### config.mk
export PLATFORM = sky130hd
export DESIGN_NAME = ps2_keyboard
export DESIGN_NICKNAME = d
export VERILOG_FILES = /design/src/hdl/kbd_pkg.sv /design/src/hdl/ps2_rx.sv /design/src/hdl/scan_map.sv /design/src/hdl/typematic_filter.sv /design/src/hdl/host_hold.sv /design/src/hdl/ps2_keyboard.sv
export SDC_FILE = /design/constraint.sdc
export NUM_CORES = 1
export LEC_CHECK = 0
export BUFFER_PORTS_ARGS = -buffer_cell sky130_fd_sc_hd__buf_2
export CORE_ASPECT_RATIO = 1.5
export CORE_MARGIN = 4
export CORE_UTILIZATION = 55
export CTS_BUF_LIST = sky130_fd_sc_hd__clkbuf_2 sky130_fd_sc_hd__clkbuf_4 sky130_fd_sc_hd__clkbuf_8
export DETAILED_ROUTE_END_ITERATION = 10
export PLACE_DENSITY_LB_ADDON = 0.1
export SETUP_SLACK_MARGIN = 0.5
export SYNTH_ARGS = -nofsm -noshare
export SYNTH_HDL_FRONTEND = slang
export SYNTH_SLANG_ARGS = --single-unit
export TNS_END_PERCENT = 20
### constraint.sdc
create_clock -name clk -period 4.2 [get_ports clk]
set_input_delay 0.63 -clock clk [delete_from_list [all_inputs] [get_ports clk]]
set_output_delay 0.63 -clock clk [all_outputs]
set_load 0.02 [all_outputs]
### src/hdl/kbd_pkg.sv
// shared widths, map entry union and key code constants
// for the PS/2 keyboard receiver
`default_nettype none

package kbd_pkg;

	localparam int FRAME_BITS = 11; // start, 8 data, parity, stop
	localparam int SCAN_W     = 8;
	localparam int AKEY_W     = 8;  // bit 7 upstroke, 6..0 raw code

	// table entry seen as an Amiga key
	typedef struct packed {
		logic       valid;
		logic       ctrl;
		logic       lalt;
		logic       ralt;
		logic       caps;
		logic [2:0] reserved;
		logic       marker; // clear for keys
		logic [6:0] code;
	} key_view_t;

	// same entry seen as a PS/2 prefix byte
	typedef struct packed {
		logic [7:0] zero_hi;
		logic       marker; // set for prefixes
		logic [3:0] zero_lo;
		logic       ack;
		logic       rel;
		logic       ext;
	} prefix_view_t;

	typedef union packed {
		key_view_t    key_view;
		prefix_view_t prefix_view;
	} map_entry_t;

	localparam map_entry_t ENTRY_EXT = 16'h0081; // E0
	localparam map_entry_t ENTRY_REL = 16'h0082; // F0
	localparam map_entry_t ENTRY_ACK = 16'h0084; // FA

	// amiga raw codes of the modifier keys
	localparam logic [6:0] CODE_CAPS = 7'h62;
	localparam logic [6:0] CODE_CTRL = 7'h63;
	localparam logic [6:0] CODE_LALT = 7'h64;
	localparam logic [6:0] CODE_RALT = 7'h65;

endpackage

`default_nettype wire

### src/hdl/ps2_rx.sv
// PS/2 frame receiver
// pin synchronizer, clock falling-edge detect and frame shifter
`timescale 1ns/1ps
`default_nettype none

module ps2_rx
(
	input  logic                       clk,
	input  logic                       reset,
	input  logic                       ps2_clk,
	input  logic                       ps2_dat,
	output logic                       frame_ready,
	output logic [kbd_pkg::SCAN_W-1:0] scan_code
);

logic [1:0]                     clk_sync; // [1] is the synchronized level
logic [1:0]                     dat_sync;
logic                           clk_prev;
logic                           clk_fall;
logic [kbd_pkg::FRAME_BITS-1:0] shifter;

// lines idle high
always_ff @(posedge clk)
begin
	if (reset)
	begin
		clk_sync <= 2'b11;
		dat_sync <= 2'b11;
		clk_prev <= 1'b1;
	end
	else
	begin
		clk_sync <= {clk_sync[0], ps2_clk};
		dat_sync <= {dat_sync[0], ps2_dat};
		clk_prev <= clk_sync[1];
	end
end

assign clk_fall = clk_prev & ~clk_sync[1];

// lsb first, the start bit reaches bit 0 once the whole frame is in
always_ff @(posedge clk)
begin
	if (reset || frame_ready)
		shifter <= '1;
	else if (clk_fall)
		shifter <= {dat_sync[1], shifter[kbd_pkg::FRAME_BITS-1:1]};
end

assign frame_ready = ~shifter[0];
assign scan_code   = shifter[kbd_pkg::SCAN_W:1]; // data bits above the start bit

endmodule

`default_nettype wire

### src/hdl/scan_map.sv
// Set 2 scan code to Amiga raw key table
// plus E0 extended and F0 release prefix tracking
`timescale 1ns/1ps
`default_nettype none

module scan_map
(
	input  logic                       clk,
	input  logic                       reset,
	input  logic                       frame_ready,
	input  logic [kbd_pkg::SCAN_W-1:0] scan_code,
	output logic                       key_valid,
	output logic [kbd_pkg::AKEY_W-1:0] akey,
	output logic                       is_ctrl,
	output logic                       is_lalt,
	output logic                       is_ralt,
	output logic                       is_caps
);

// modifier flags {ctrl, lalt, ralt, caps}
localparam logic [3:0] MOD_NONE = 4'b0000;
localparam logic [3:0] MOD_CTRL = 4'b1000;
localparam logic [3:0] MOD_LALT = 4'b0100;
localparam logic [3:0] MOD_RALT = 4'b0010;
localparam logic [3:0] MOD_CAPS = 4'b0001;

kbd_pkg::map_entry_t entry;       // table output
logic                entry_valid; // frame_ready, delayed for the table read
logic                extended;
logic                upstroke;

function automatic kbd_pkg::map_entry_t mk_key(input logic [3:0] mods, input logic [6:0] code);
	kbd_pkg::map_entry_t e;
	e = '0;
	e.key_view.valid = 1'b1;
	{e.key_view.ctrl, e.key_view.lalt, e.key_view.ralt, e.key_view.caps} = mods;
	e.key_view.code = code;
	return e;
endfunction

// ----------------------------------------
// index is {extended, scan code}
function automatic kbd_pkg::map_entry_t lookup(input logic [8:0] idx);
	kbd_pkg::map_entry_t e;
	case (idx)
		9'h00d: e = mk_key(MOD_NONE, 7'h42); // tab
		9'h011: e = mk_key(MOD_LALT, kbd_pkg::CODE_LALT);
		9'h012: e = mk_key(MOD_NONE, 7'h60); // left shift
		9'h014: e = mk_key(MOD_CTRL, kbd_pkg::CODE_CTRL);
		9'h015: e = mk_key(MOD_NONE, 7'h10); // q
		9'h016: e = mk_key(MOD_NONE, 7'h01); // 1
		9'h01a: e = mk_key(MOD_NONE, 7'h31); // z
		9'h01b: e = mk_key(MOD_NONE, 7'h21); // s
		9'h01c: e = mk_key(MOD_NONE, 7'h20); // a
		9'h01d: e = mk_key(MOD_NONE, 7'h11); // w
		9'h01e: e = mk_key(MOD_NONE, 7'h02); // 2
		9'h021: e = mk_key(MOD_NONE, 7'h33); // c
		9'h022: e = mk_key(MOD_NONE, 7'h32); // x
		9'h023: e = mk_key(MOD_NONE, 7'h22); // d
		9'h024: e = mk_key(MOD_NONE, 7'h12); // e
		9'h025: e = mk_key(MOD_NONE, 7'h04); // 4
		9'h026: e = mk_key(MOD_NONE, 7'h03); // 3
		9'h029: e = mk_key(MOD_NONE, 7'h40); // space
		9'h02a: e = mk_key(MOD_NONE, 7'h34); // v
		9'h02b: e = mk_key(MOD_NONE, 7'h23); // f
		9'h02c: e = mk_key(MOD_NONE, 7'h14); // t
		9'h02d: e = mk_key(MOD_NONE, 7'h13); // r
		9'h02e: e = mk_key(MOD_NONE, 7'h05); // 5
		9'h031: e = mk_key(MOD_NONE, 7'h36); // n
		9'h032: e = mk_key(MOD_NONE, 7'h35); // b
		9'h033: e = mk_key(MOD_NONE, 7'h25); // h
		9'h034: e = mk_key(MOD_NONE, 7'h24); // g
		9'h035: e = mk_key(MOD_NONE, 7'h15); // y
		9'h036: e = mk_key(MOD_NONE, 7'h06); // 6
		9'h03a: e = mk_key(MOD_NONE, 7'h37); // m
		9'h03b: e = mk_key(MOD_NONE, 7'h26); // j
		9'h03c: e = mk_key(MOD_NONE, 7'h16); // u
		9'h03d: e = mk_key(MOD_NONE, 7'h07); // 7
		9'h03e: e = mk_key(MOD_NONE, 7'h08); // 8
		9'h042: e = mk_key(MOD_NONE, 7'h27); // k
		9'h043: e = mk_key(MOD_NONE, 7'h17); // i
		9'h044: e = mk_key(MOD_NONE, 7'h18); // o
		9'h045: e = mk_key(MOD_NONE, 7'h0a); // 0
		9'h046: e = mk_key(MOD_NONE, 7'h09); // 9
		9'h04b: e = mk_key(MOD_NONE, 7'h28); // l
		9'h04d: e = mk_key(MOD_NONE, 7'h19); // p
		9'h058: e = mk_key(MOD_CAPS, kbd_pkg::CODE_CAPS);
		9'h059: e = mk_key(MOD_NONE, 7'h61); // right shift
		9'h05a: e = mk_key(MOD_NONE, 7'h44); // enter
		9'h066: e = mk_key(MOD_NONE, 7'h41); // backspace
		9'h076: e = mk_key(MOD_NONE, 7'h45); // escape
		9'h111: e = mk_key(MOD_RALT, kbd_pkg::CODE_RALT);
		9'h11f: e = mk_key(MOD_NONE, 7'h66); // left gui, left amiga
		9'h127: e = mk_key(MOD_NONE, 7'h67); // right gui, right amiga
		9'h16b: e = mk_key(MOD_NONE, 7'h4f); // arrow left
		9'h172: e = mk_key(MOD_NONE, 7'h4d); // arrow down
		9'h174: e = mk_key(MOD_NONE, 7'h4e); // arrow right
		9'h175: e = mk_key(MOD_NONE, 7'h4c); // arrow up
		// prefixes decode the same in both halves
		9'h0e0, 9'h1e0: e = kbd_pkg::ENTRY_EXT;
		9'h0f0, 9'h1f0: e = kbd_pkg::ENTRY_REL;
		9'h0fa, 9'h1fa: e = kbd_pkg::ENTRY_ACK;
		default: e = '0;
	endcase
	return e;
endfunction

always_ff @(posedge clk)
	if (frame_ready)
		entry <= lookup({extended, scan_code});

always_ff @(posedge clk)
begin
	if (reset)
		entry_valid <= 1'b0;
	else
		entry_valid <= frame_ready;
end

// ----------------------------------------
// prefix state for the following byte
always_ff @(posedge clk)
begin
	if (reset)
	begin
		extended <= 1'b0;
		upstroke <= 1'b0;
	end
	else if (entry_valid && entry.prefix_view.marker)
	begin
		if (entry.prefix_view.ext)
			extended <= 1'b1;
		if (entry.prefix_view.rel)
			upstroke <= 1'b1;
	end
	else if (entry_valid)
	begin
		extended <= 1'b0; // key or unknown byte ends the sequence
		upstroke <= 1'b0;
	end
end

assign key_valid = entry_valid & entry.key_view.valid;
assign akey      = {upstroke, entry.key_view.code};
assign is_ctrl   = entry.key_view.ctrl;
assign is_lalt   = entry.key_view.lalt;
assign is_ralt   = entry.key_view.ralt;
assign is_caps   = entry.key_view.caps;

endmodule

`default_nettype wire

### src/hdl/typematic_filter.sv
// typematic repeat filter, amiga caps lock emulation
// and keyboard reset chord detector
`timescale 1ns/1ps
`default_nettype none

module typematic_filter
(
	input  logic                       clk,
	input  logic                       reset,
	input  logic                       key_valid,
	input  logic [kbd_pkg::AKEY_W-1:0] akey,
	input  logic                       is_ctrl,
	input  logic                       is_lalt,
	input  logic                       is_ralt,
	input  logic                       is_caps,
	output logic                       keystrobe,
	output logic [kbd_pkg::AKEY_W-1:0] keydat,
	output logic                       aflock,
	output logic                       kbdrst
);

localparam int UP_BIT = kbd_pkg::AKEY_W - 1;

logic [kbd_pkg::AKEY_W-1:0] last_key;  // last downstroke or its own upstroke
logic                       same_code;
logic                       duplicate;
logic                       caps_state;
logic [2:0]                 chord_up;  // {ctrl or caps, lalt, ralt}, 1 while released

assign same_code = last_key[UP_BIT-1:0] == akey[UP_BIT-1:0];
assign duplicate = same_code && (last_key[UP_BIT] == akey[UP_BIT]);

// ----------------------------------------
always_ff @(posedge clk)
begin
	if (reset)
		last_key <= '0;
	else if (key_valid && !akey[UP_BIT])
		last_key <= akey;
	else if (key_valid && akey[UP_BIT] && same_code)
		last_key <= akey;
end

// caps lock state is kept here, the keyboard never sees it
always_ff @(posedge clk)
begin
	if (reset)
		caps_state <= 1'b0;
	else if (key_valid && !akey[UP_BIT] && is_caps && !duplicate)
		caps_state <= ~caps_state;
end

// caps events swallowed while locked
assign keystrobe = key_valid && !(caps_state && is_caps) && !duplicate;
assign keydat    = akey;
assign aflock    = caps_state;

// ----------------------------------------
// ctrl-alt-alt reset chord
always_ff @(posedge clk)
begin
	if (reset)
		chord_up <= 3'b111;
	else if (key_valid)
	begin
		if (is_ctrl || is_caps)
			chord_up[2] <= akey[UP_BIT];
		if (is_lalt)
			chord_up[1] <= akey[UP_BIT];
		if (is_ralt)
			chord_up[0] <= akey[UP_BIT];
	end
end

assign kbdrst = ~|chord_up; // all three held down

endmodule

`default_nettype wire

### src/hdl/host_hold.sv
// host handshake: holds the PS/2 clock low after a key
// until keyack or the hold timer runs out
`timescale 1ns/1ps
`default_nettype none

module host_hold
#(
	parameter int TIMEOUT_BITS = 20
)
(
	input  logic clk,
	input  logic reset,
	input  logic keystrobe,
	input  logic keyack,
	output logic ps2_clk_low
);

localparam logic ST_WAIT = 1'b0;
localparam logic ST_HOLD = 1'b1;

logic                    state;
logic [TIMEOUT_BITS-1:0] timer;
logic                    timeout;

assign timeout = timer[TIMEOUT_BITS-1]; // saturates here

always_ff @(posedge clk)
begin
	if (reset)
		timer <= '0;
	else if (state == ST_WAIT && keystrobe)
		timer <= '0;
	else if (!timeout)
		timer <= timer + {{(TIMEOUT_BITS-1){1'b0}}, 1'b1};
end

always_ff @(posedge clk)
begin
	if (reset)
		state <= ST_WAIT;
	else
	begin
		case (state)
			ST_WAIT:
				if (keystrobe)
					state <= ST_HOLD;
			default:
				if (keyack || timeout)
					state <= ST_WAIT; // host took it, or gave up
		endcase
	end
end

assign ps2_clk_low = (state == ST_HOLD);

endmodule

`default_nettype wire

### src/hdl/ps2_keyboard.sv
// PS/2 keyboard receiver for an Amiga host
// frame receiver, scan map, typematic filter and host hold in a row
`timescale 1ns/1ps
`default_nettype none

module ps2_keyboard
#(
	parameter int TIMEOUT_BITS = 20
)
(
	input  logic                       clk,
	input  logic                       reset,
	input  logic                       ps2_clk,
	input  logic                       ps2_dat,
	input  logic                       keyack,
	output logic [kbd_pkg::AKEY_W-1:0] keydat,
	output logic                       keystrobe,
	output logic                       aflock,
	output logic                       kbdrst,
	output logic                       ps2_clk_low
);

logic                       frame_ready;
logic [kbd_pkg::SCAN_W-1:0] scan_code;
logic                       key_valid;
logic [kbd_pkg::AKEY_W-1:0] akey;
logic                       is_ctrl;
logic                       is_lalt;
logic                       is_ralt;
logic                       is_caps;

ps2_rx i_rx
(
	.clk         (clk),
	.reset       (reset),
	.ps2_clk     (ps2_clk),
	.ps2_dat     (ps2_dat),
	.frame_ready (frame_ready),
	.scan_code   (scan_code)
);

scan_map i_map
(
	.clk         (clk),
	.reset       (reset),
	.frame_ready (frame_ready),
	.scan_code   (scan_code),
	.key_valid   (key_valid),
	.akey        (akey),
	.is_ctrl     (is_ctrl),
	.is_lalt     (is_lalt),
	.is_ralt     (is_ralt),
	.is_caps     (is_caps)
);

typematic_filter i_filter
(
	.clk       (clk),
	.reset     (reset),
	.key_valid (key_valid),
	.akey      (akey),
	.is_ctrl   (is_ctrl),
	.is_lalt   (is_lalt),
	.is_ralt   (is_ralt),
	.is_caps   (is_caps),
	.keystrobe (keystrobe),
	.keydat    (keydat),
	.aflock    (aflock),
	.kbdrst    (kbdrst)
);

host_hold #(
	.TIMEOUT_BITS (TIMEOUT_BITS)
) i_hold (
	.clk         (clk),
	.reset       (reset),
	.keystrobe   (keystrobe),
	.keyack      (keyack),
	.ps2_clk_low (ps2_clk_low)
);

endmodule

`default_nettype wire

==> results of run 1 <==
cell families (layout without fill, tap and decap cells):
| logic type | after synthesis | count (layout) | synth area share, % |
|---|---|---|---|
| multiplexers | 3 | 3 | 0.772 |
| flip-flops | 65 | 65 | 36.8 |
| XOR/XNOR | 31 | 31 | 6.98 |
| adder cells (fa/ha/maj) | 1 | 1 | 0.322 |
| AO/OA/AOI/OAI | 82 | 82 | 14.5 |
| AND/OR/NAND/NOR | 227 | 227 | 32.0 |
| buffers and inverters | 49 | 41 | 8.63 |
flip-flops by register name, indices dropped and copies added, names as in the netlist, 2 cells and up:
signal,count
i_map.entry,13
i_rx.clk_sync,2
i_filter.chord_up,3
i_filter.last_key,8
i_hold.timer,20
i_rx.dat_sync,2
i_rx.shifter,11
metal layers:
| metal | part of all wire [%] | global-route usage (%) |
|---|---|---|
| met1 | 41 | 26.3 |
| met2 | 49 | 35.3 |
| met3 | 4.7 | 3.90 |
| met4 | 5.2 | 16.4 |
| met5 | 0 | 0 |
layout make-up:
type	count	area, um^2
sequential	65	1430
tap	78	97.6
timing repair buffer	18	95.1
clock buffer	9	124
multi-input combinational	344	2120
clock inverter	7	143
fill	621	2810
inverter	7	26.3
worst min-delay path by stage:
stage	to	cells after the start	start	slack [ps]
global route	i_rx.dat_sync[1]	1	i_rx.dat_sync[0]	430
detailed placement	i_rx.dat_sync[1]	1	i_rx.dat_sync[0]	400
floorplan	i_rx.clk_sync[1]	1	i_rx.clk_sync[0]	390
global placement	i_rx.clk_sync[1]	1	i_rx.clk_sync[0]	390
finish	i_rx.dat_sync[1]	1	i_rx.dat_sync[0]	410
CTS	i_rx.dat_sync[1]	1	i_rx.dat_sync[0]	420
stage by stage:
stage	instances	hold slack, ps	power [mW]	instance area, um^2
after global routing	528	431	1.50	4040
final	528	413	1.45	4040
after detailed placement	512	403	0.756	3770
after floorplan	458	389	0.749	3890
after global placement	512	392	0.756	3770
after CTS	528	417	1.46	4040
power breakdown:
group          switching (mW)  internal [mW]
Clock                   0.247          0.455
Combinational          0.0517         0.0277
Sequential             0.0205          0.644
Total                   0.320           1.13
worst reg2reg max path: stages (launching register included):
cell and delay, ps:
sky130_fd_sc_hd__dfxtp_1 480, sky130_fd_sc_hd__nor3_2 800, sky130_fd_sc_hd__nand2_1 270, sky130_fd_sc_hd__a2111oi_0 560, sky130_fd_sc_hd__a211oi_1 100, sky130_fd_sc_hd__nand3_1 120
synthesized netlist by cell type, drive strengths merged (2+ instances only):
master   number
nand2        53
nor2         53
dfxtp        52
buf          36
nand3        33
a21oi        22
xnor2        21
nand4        17
nor3         16
o21ai        16
edfxtp       13
nor2b        12
xor2         10
o211ai        8
inv           7
or2           7
and2          6
clkbuf        6
nor4b         5
a21boi        4
a311oi        4
and3b         4
and4          4
nand2b        4
a22oi         3
a311o         3
a32oi         3
mux2i         3
nor3b         3
a2111oi       2
a31oi         2
a41oi         2
and3          2
nand4b        2
nor4          2
o22ai         2
or3           2
==> implementation parameters, run 1 <==
Parameter                              Value

Critical path
  Category of cells accounting for the largest share of critical-path delay    simple AND/OR/NAND/NOR gates
  Cell depth of the worst flop-to-flop path    5
  Stage delay of the slowest cell on the critical path    800 ps
  Endpoint arrival time on the critical path    2670 ps
  Crit path from    i_rx.shifter[7]
  Crit-path cells    nor3_2 > nand2_1 > a2111oi_0 > a211oi_1 > nand3_1
  Critical-path top delay cell    sky130_fd_sc_hd__nor3_2
  Worst R2R End    i_map.entry[0]
  Count of buffer and inverter cells on the critical path    0
  Crit. path cell count    5
  Flop-to-flop setup slack    1720 ps
  CP Capture Type    flip-flop
  Worst-path maximum fanout    14
  Launch instance of the worst register-to-register path    i_rx.shifter[7]
  Element type at the critical path start    flip-flop
  Required time worst endpoint    4390 ps
  Critical path capture point    i_map.entry[0]
  Worst Path Class, Setup    reg -> reg

Logic synthesis
  Synth Net Count    464
  Number of enable-type register cells in the synthesized netlist    13
  Synth area leaders    sky130_fd_sc_hd__dfxtp_1 27%, sky130_fd_sc_hd__edfxtp_1 10%, sky130_fd_sc_hd__nor2_1 5.1%
  Top cell type's share of synthesized area    26.8%
  Most used flip-flop cell after synthesis    sky130_fd_sc_hd__dfxtp_1
  Post-Synthesis Cells    458
  Fraction of registers with async set/reset    0%
  Area of the mapped netlist    0.00389 mm^2
  Post-synthesis register bit count    65
  Yosys warning count    0
  Unique masters post-synth    69
  Cell taking the most area after synthesis    sky130_fd_sc_hd__dfxtp_1
  Proportion of synthesized chip area in sequential cells    36.8%
  Avg Cell Area, Syn    8.49 um^2

STA
  Worst clock skew    11.1 ps
  Setup violation total in the final timing report    0
  Slew headroom    39.3%
  Total negative slack    0 ps
  Clock period minus worst slack    2480 ps
  Post-route clock period utilization    59.1%
  RSZ-0062 raised after global routing    false
  Measured slew at the worst slew-check pin    909 ps
  Final number of hold-violating endpoints    0
  Final setup margin    1720 ps
  Max-slew violation count    0
  Highest attainable clock frequency    403 MHz

Run status
  Outcome    finished clean

Floorplanning
  Horizontal die dimension    76.6 um
  Height of the die    111 um
  Die Footprint    0.00850 mm^2
  Site row count    37
  Core outline area    0.00685 mm^2
  Ports placed on the boundary    17
  Starting density of the core    56.7%

Layout
  Syn-to-layout area delta    3.86%
  Final net count    451
  Commonest non-fill, non-tap cell in the layout    sky130_fd_sc_hd__nor2_1
  # diodes    0
  Core utilization of the finished layout    58.9%
  Leading cell types in the layout, fill and taps excluded    53 x sky130_fd_sc_hd__nor2_1, 52 x sky130_fd_sc_hd__nand2_1, 52 x sky130_fd_sc_hd__dfxtp_1, 31 x sky130_fd_sc_hd__nand3_1
  Layout cell share with drive strength beyond 1    13.1%

CTS
  TritonCTS Buffers    9
  Clock slew at the register clock pins of the worst setup and hold paths    70 ps
  Post-cts resize count    0
  CTS H-tree lvls    3
  Max clock buf depth    2
  Number of clock sinks seen by CTS    65
  Clock latency reported for the late side of the worst-skew pair    340 ps
  CTS tree    done
  Root cell of the clock tree    sky130_fd_sc_hd__clkbuf_8
  Number of hold-repair buffers added at the cts stage    0
  Post-CTS Setup Inserts    0

Global route
  Initial antenna violation count    0
  Via count of the first global-routing pass    3158
  Largest net degree at the start of global routing    37
  Global-route usage over all layers    22.1%
  GRT overflow    0
  Global-route wire length before repair    15300 um

Route
  Initial detailed-routing violation count    160
  Final wirelength    9160 um
  Drt first pass iters    5
  Count of antenna-violating nets left after detailed routing    0
  Residual DRC    0
  Detailed-route via count    3299
  Number of vias per cell    6.25
  Mean routed wirelength per cell    17.3 um

Job
  Number of violations of the max-capacitance limit    0

Power
  PwrDens    358 mW/mm^2
  Peak VDD IR    211 uV
  P_leak    1.43 nW

Place
  Worst slack, placed    1880 ps
  Number of buffer cells added on primary ports    16
  Half-perimeter wire length after detailed placement    6490 um
  Weighted congestion reported at the end of routability-driven placement    1.01

Hold path
  Classification of the worst-slack hold path    reg -> reg
Power figures use the tool's default switching activity.
==> run 2, diff against run 1 <==
--- a/config.mk
+++ b/config.mk
@@ -5,6 +5,7 @@
 export SDC_FILE = /design/constraint.sdc
 export NUM_CORES = 1
 export LEC_CHECK = 0
+export ABC_AREA = 1
 export BUFFER_PORTS_ARGS = -buffer_cell sky130_fd_sc_hd__buf_2
 export CORE_ASPECT_RATIO = 1.5
 export CORE_MARGIN = 4
==> constraint.sdc (replaced) <==
create_clock -name clk -period 2.02 [get_ports clk]
set_input_delay 0.303 -clock clk [delete_from_list [all_inputs] [get_ports clk]]
set_output_delay 0.303 -clock clk [all_outputs]
set_load 0.02 [all_outputs]
==> run 2 against run 1 <==
Sequential power rose by 110%. Sequential share of layout area decreased by 6.1 points. Power up 90%. Via count up 25%. Cell area grew 23%. Wire length increased by 35%. Non-clock buffer count increased by 45. Largest cell class unchanged.
==> implementation parameters, run 2 <==
Parameter                              Value

Run status
  Outcome    finished clean

Logic synthesis
  Number of enable-type register cells in the synthesized netlist    13
  Proportion of synthesized chip area in sequential cells    38.1%
  Fraction of registers with async set/reset    0%
  Library cell with the highest instance count after synthesis    sky130_fd_sc_hd__nand2_1
  Most used flip-flop cell after synthesis    sky130_fd_sc_hd__dfxtp_1
  Avg Cell Area, Syn    6.67 um^2
  Post-Synthesis Cells    563
  Unique masters post-synth    34
  Ranking of synthesized cells by instance count    131 x sky130_fd_sc_hd__nand2_1, 112 x sky130_fd_sc_hd__nor2_1, 64 x sky130_fd_sc_hd__nand3_1, 52 x sky130_fd_sc_hd__dfxtp_1, 48 x sky130_fd_sc_hd__inv_1
  Cell taking the most area after synthesis    sky130_fd_sc_hd__dfxtp_1
  Synth Net Count    569
  Synth area leaders    sky130_fd_sc_hd__dfxtp_1 28%, sky130_fd_sc_hd__nand2_1 13%, sky130_fd_sc_hd__nor2_1 11%
  Area of the mapped netlist    0.00376 mm^2
  Yosys warning count    0
  Top cell type's share of synthesized area    27.7%
  Post-synthesis register bit count    65

Critical path
  CP Capture Type    output port
  Stage delay of the slowest cell on the critical path    420 ps
  Worst R2R End    i_hold.timer[6]
  Required time worst endpoint    1720 ps
  Worst Path Class, Setup    reg -> out
  Cell depth of the worst flop-to-flop path    10
  Flop-to-flop setup slack    270 ps
  Critical-path top delay cell    sky130_fd_sc_hd__edfxtp_1
  Launch instance of the worst register-to-register path    i_map.entry[4]
  Crit-path cells    xnor2_1 > nand2_1 > nor2_2 > nand3_2 > and2_4 > buf_6
  Element type at the critical path start    flip-flop
  Endpoint arrival time on the critical path    1520 ps
  Worst-path maximum fanout    2

Layout
  Max reg flops    20
  Regs by FF count    i_hold.timer: 20 flops, i_map.entry: 13 flops, i_rx.shifter: 11 flops
  Post-route non-filler standard cell count    699
  # diodes    0
  Multi-input combinational cell area    0.00243 mm^2
  Design area    0.00497 mm^2
  Area occupied by registers    0.00146 mm^2
  Leading cell types in the layout, fill and taps excluded    102 x sky130_fd_sc_hd__nand2_1, 80 x sky130_fd_sc_hd__nor2_1, 54 x sky130_fd_sc_hd__nand3_1, 42 x sky130_fd_sc_hd__dfxtp_1, 38 x sky130_fd_sc_hd__inv_1
  Layout cell share with drive strength beyond 1    32.6%
  Commonest non-fill, non-tap cell in the layout    sky130_fd_sc_hd__nand2_1
  Final net count    624
  Number of fill cells    488
  Syn-to-layout area delta    32.4%
  Reg with most FFs    i_hold.timer

Place
  Post-place instance area    0.00388 mm^2
  Weighted congestion reported at the end of routability-driven placement    1.08
  Number of buffer cells added on primary ports    16
  Half-perimeter wire length after detailed placement    8110 um
  Cell total after placement    644
  Worst slack, placed    294 ps

Power
  Power after layout    2.75 mW
  P_leak    2.19 nW
  Net Sw Power    0.642 mW
  Clock group share of total power    42.3%
  Net Sw Frac    23.3%
  Reg power frac    49.6%
  Internal Pwr Total    2.11 mW
  PwrDens    554 mW/mm^2
  Share of total power in combinational logic    8.1%
  Peak VDD IR    400 uV

CTS
  Number of clock sinks seen by CTS    65
  TritonCTS Buffers    9
  CTS H-tree lvls    3
  Root cell of the clock tree    sky130_fd_sc_hd__clkbuf_8
  Clock latency reported for the late side of the worst-skew pair    340 ps
  Clock slew at the register clock pins of the worst setup and hold paths    70 ps
  Max clock buf depth    2
  CTS tree    done
  Number of hold-repair buffers added at the cts stage    0

STA
  Slew headroom    62.3%
  Measured slew at the worst slew-check pin    564 ps
  RSZ-0062 raised after global routing    true
  Worst clock skew    11.6 ps
  Post-route clock period utilization    90.2%
  Setup violation total in the final timing report    0
  Max-slew violation count    0
  Final number of hold-violating endpoints    0
  Highest attainable clock frequency    549 MHz
  Clock period minus worst slack    1820 ps
  Final setup margin    199 ps
  Total negative slack    0 ps

Global route
  GRT overflow    0
  Initial antenna violation count    0
  Largest net degree at the start of global routing    21
  Global-route wire length before repair    19000 um
  Via count of the first global-routing pass    3889
  Global-route usage over all layers    30.9%

Floorplanning
  Site row count    36
  Die Footprint    0.00824 mm^2
  Starting density of the core    57.1%
  Core outline area    0.00658 mm^2
  Height of the die    109 um
  Horizontal die dimension    75.5 um
  Ports placed on the boundary    17

Hold path
  Hold wc startpoint    ps2_clk
  Hold endpoint    i_rx.clk_sync[0]
  Classification of the worst-slack hold path    in -> reg
  Cell depth of the worst hold path    2

Route
  Number of vias per cell    5.88
  Mean routed wirelength per cell    17.6 um
  Detailed-route via count    4108
  Count of antenna-violating nets left after detailed routing    0
  Initial detailed-routing violation count    285
  Drt first pass iters    5
  Final wirelength    12300 um
  Residual DRC    0

Job
  Number of violations of the max-capacitance limit    0
==> run 2: through the flow <==
stage,hold WS (ps),util [%]
CTS,122,71.0
detailed placement,393,59.0
global placement,393,59.0
global route,151,75.6
finish,155,75.6
floorplan,389,-
==> run 2: kinds of logic after synthesis <==
group / after synthesis / synth area share (%)
and+or+nand+nor: 355 / 41.3
DFF: 65 / 38.1
adders and majority gates: 1 / 0.333
buffers and inverters: 77 / 8.69
AOI/OAI and AO/OA: 43 / 6.43
muxes: 1 / 0.266
xor gates and xnor gates: 21 / 4.90
==> run 2: power groups by stage <==
stage | Sequential (mW) | Combinational (mW) | Clock [mW]
after floorplan | 1.38 | 0.0956 | 0
after global placement | 1.38 | 0.128 | 0
after detailed placement | 1.39 | 0.129 | 0
after CTS | 1.36 | 0.173 | 1.20
after global routing | 1.37 | 0.238 | 1.26
final | 1.37 | 0.222 | 1.17
==> run 2: final cells by class <==
cell class | count | area share (%)
clock buffer | 14 | 3.62
clock inverter | 2 | 0.704
inverter | 58 | 5.03
multi-input combinational | 421 | 48.8
sequential | 65 | 29.4
tap | 76 | 1.91
timing repair buffer | 63 | 10.5
==> run 2: how the worst max path moves through the flow <==
stage,start,endpoint,cells after the start
after floorplan,i_rx.shifter[4],i_map.entry[15],9
after global placement,i_rx.shifter[8],i_map.entry[15],10
final,i_map.entry[4],keystrobe,6
after CTS,i_map.entry[4],keystrobe,6
after global routing,i_map.entry[4],keystrobe,6
after detailed placement,i_rx.shifter[3],i_map.entry[15],9
==> run 2: metal layers <==
layer,up-vias,global-route usage [%],wire length [um]
li1,1919,-,-
met1,1880,34.0,4450
met2,240,54.9,6400
met3,69,5.17,714
met4,0,16.3,760
met5,-,0,0
==> run 2: what timing repair did <==
action | 4_1_cts | 5_1_grt
endpoints found under the setup margin | 29 | 38
gates resized for setup | 121 | 46
pin swaps | 35 | 23
endpoints found under the hold margin | 0 | 0
gates cloned | 0 | 2
setup buffers | 26 | 11
==> run 2: worst max-delay path: cells and delay by family, from the launching register on <==
family / cells / cell delay (ps)
flip-flops: 1 / 420
XOR/XNOR: 1 / 180
AND/OR/NAND/NOR: 4 / 470
buffers and inverters: 1 / 120
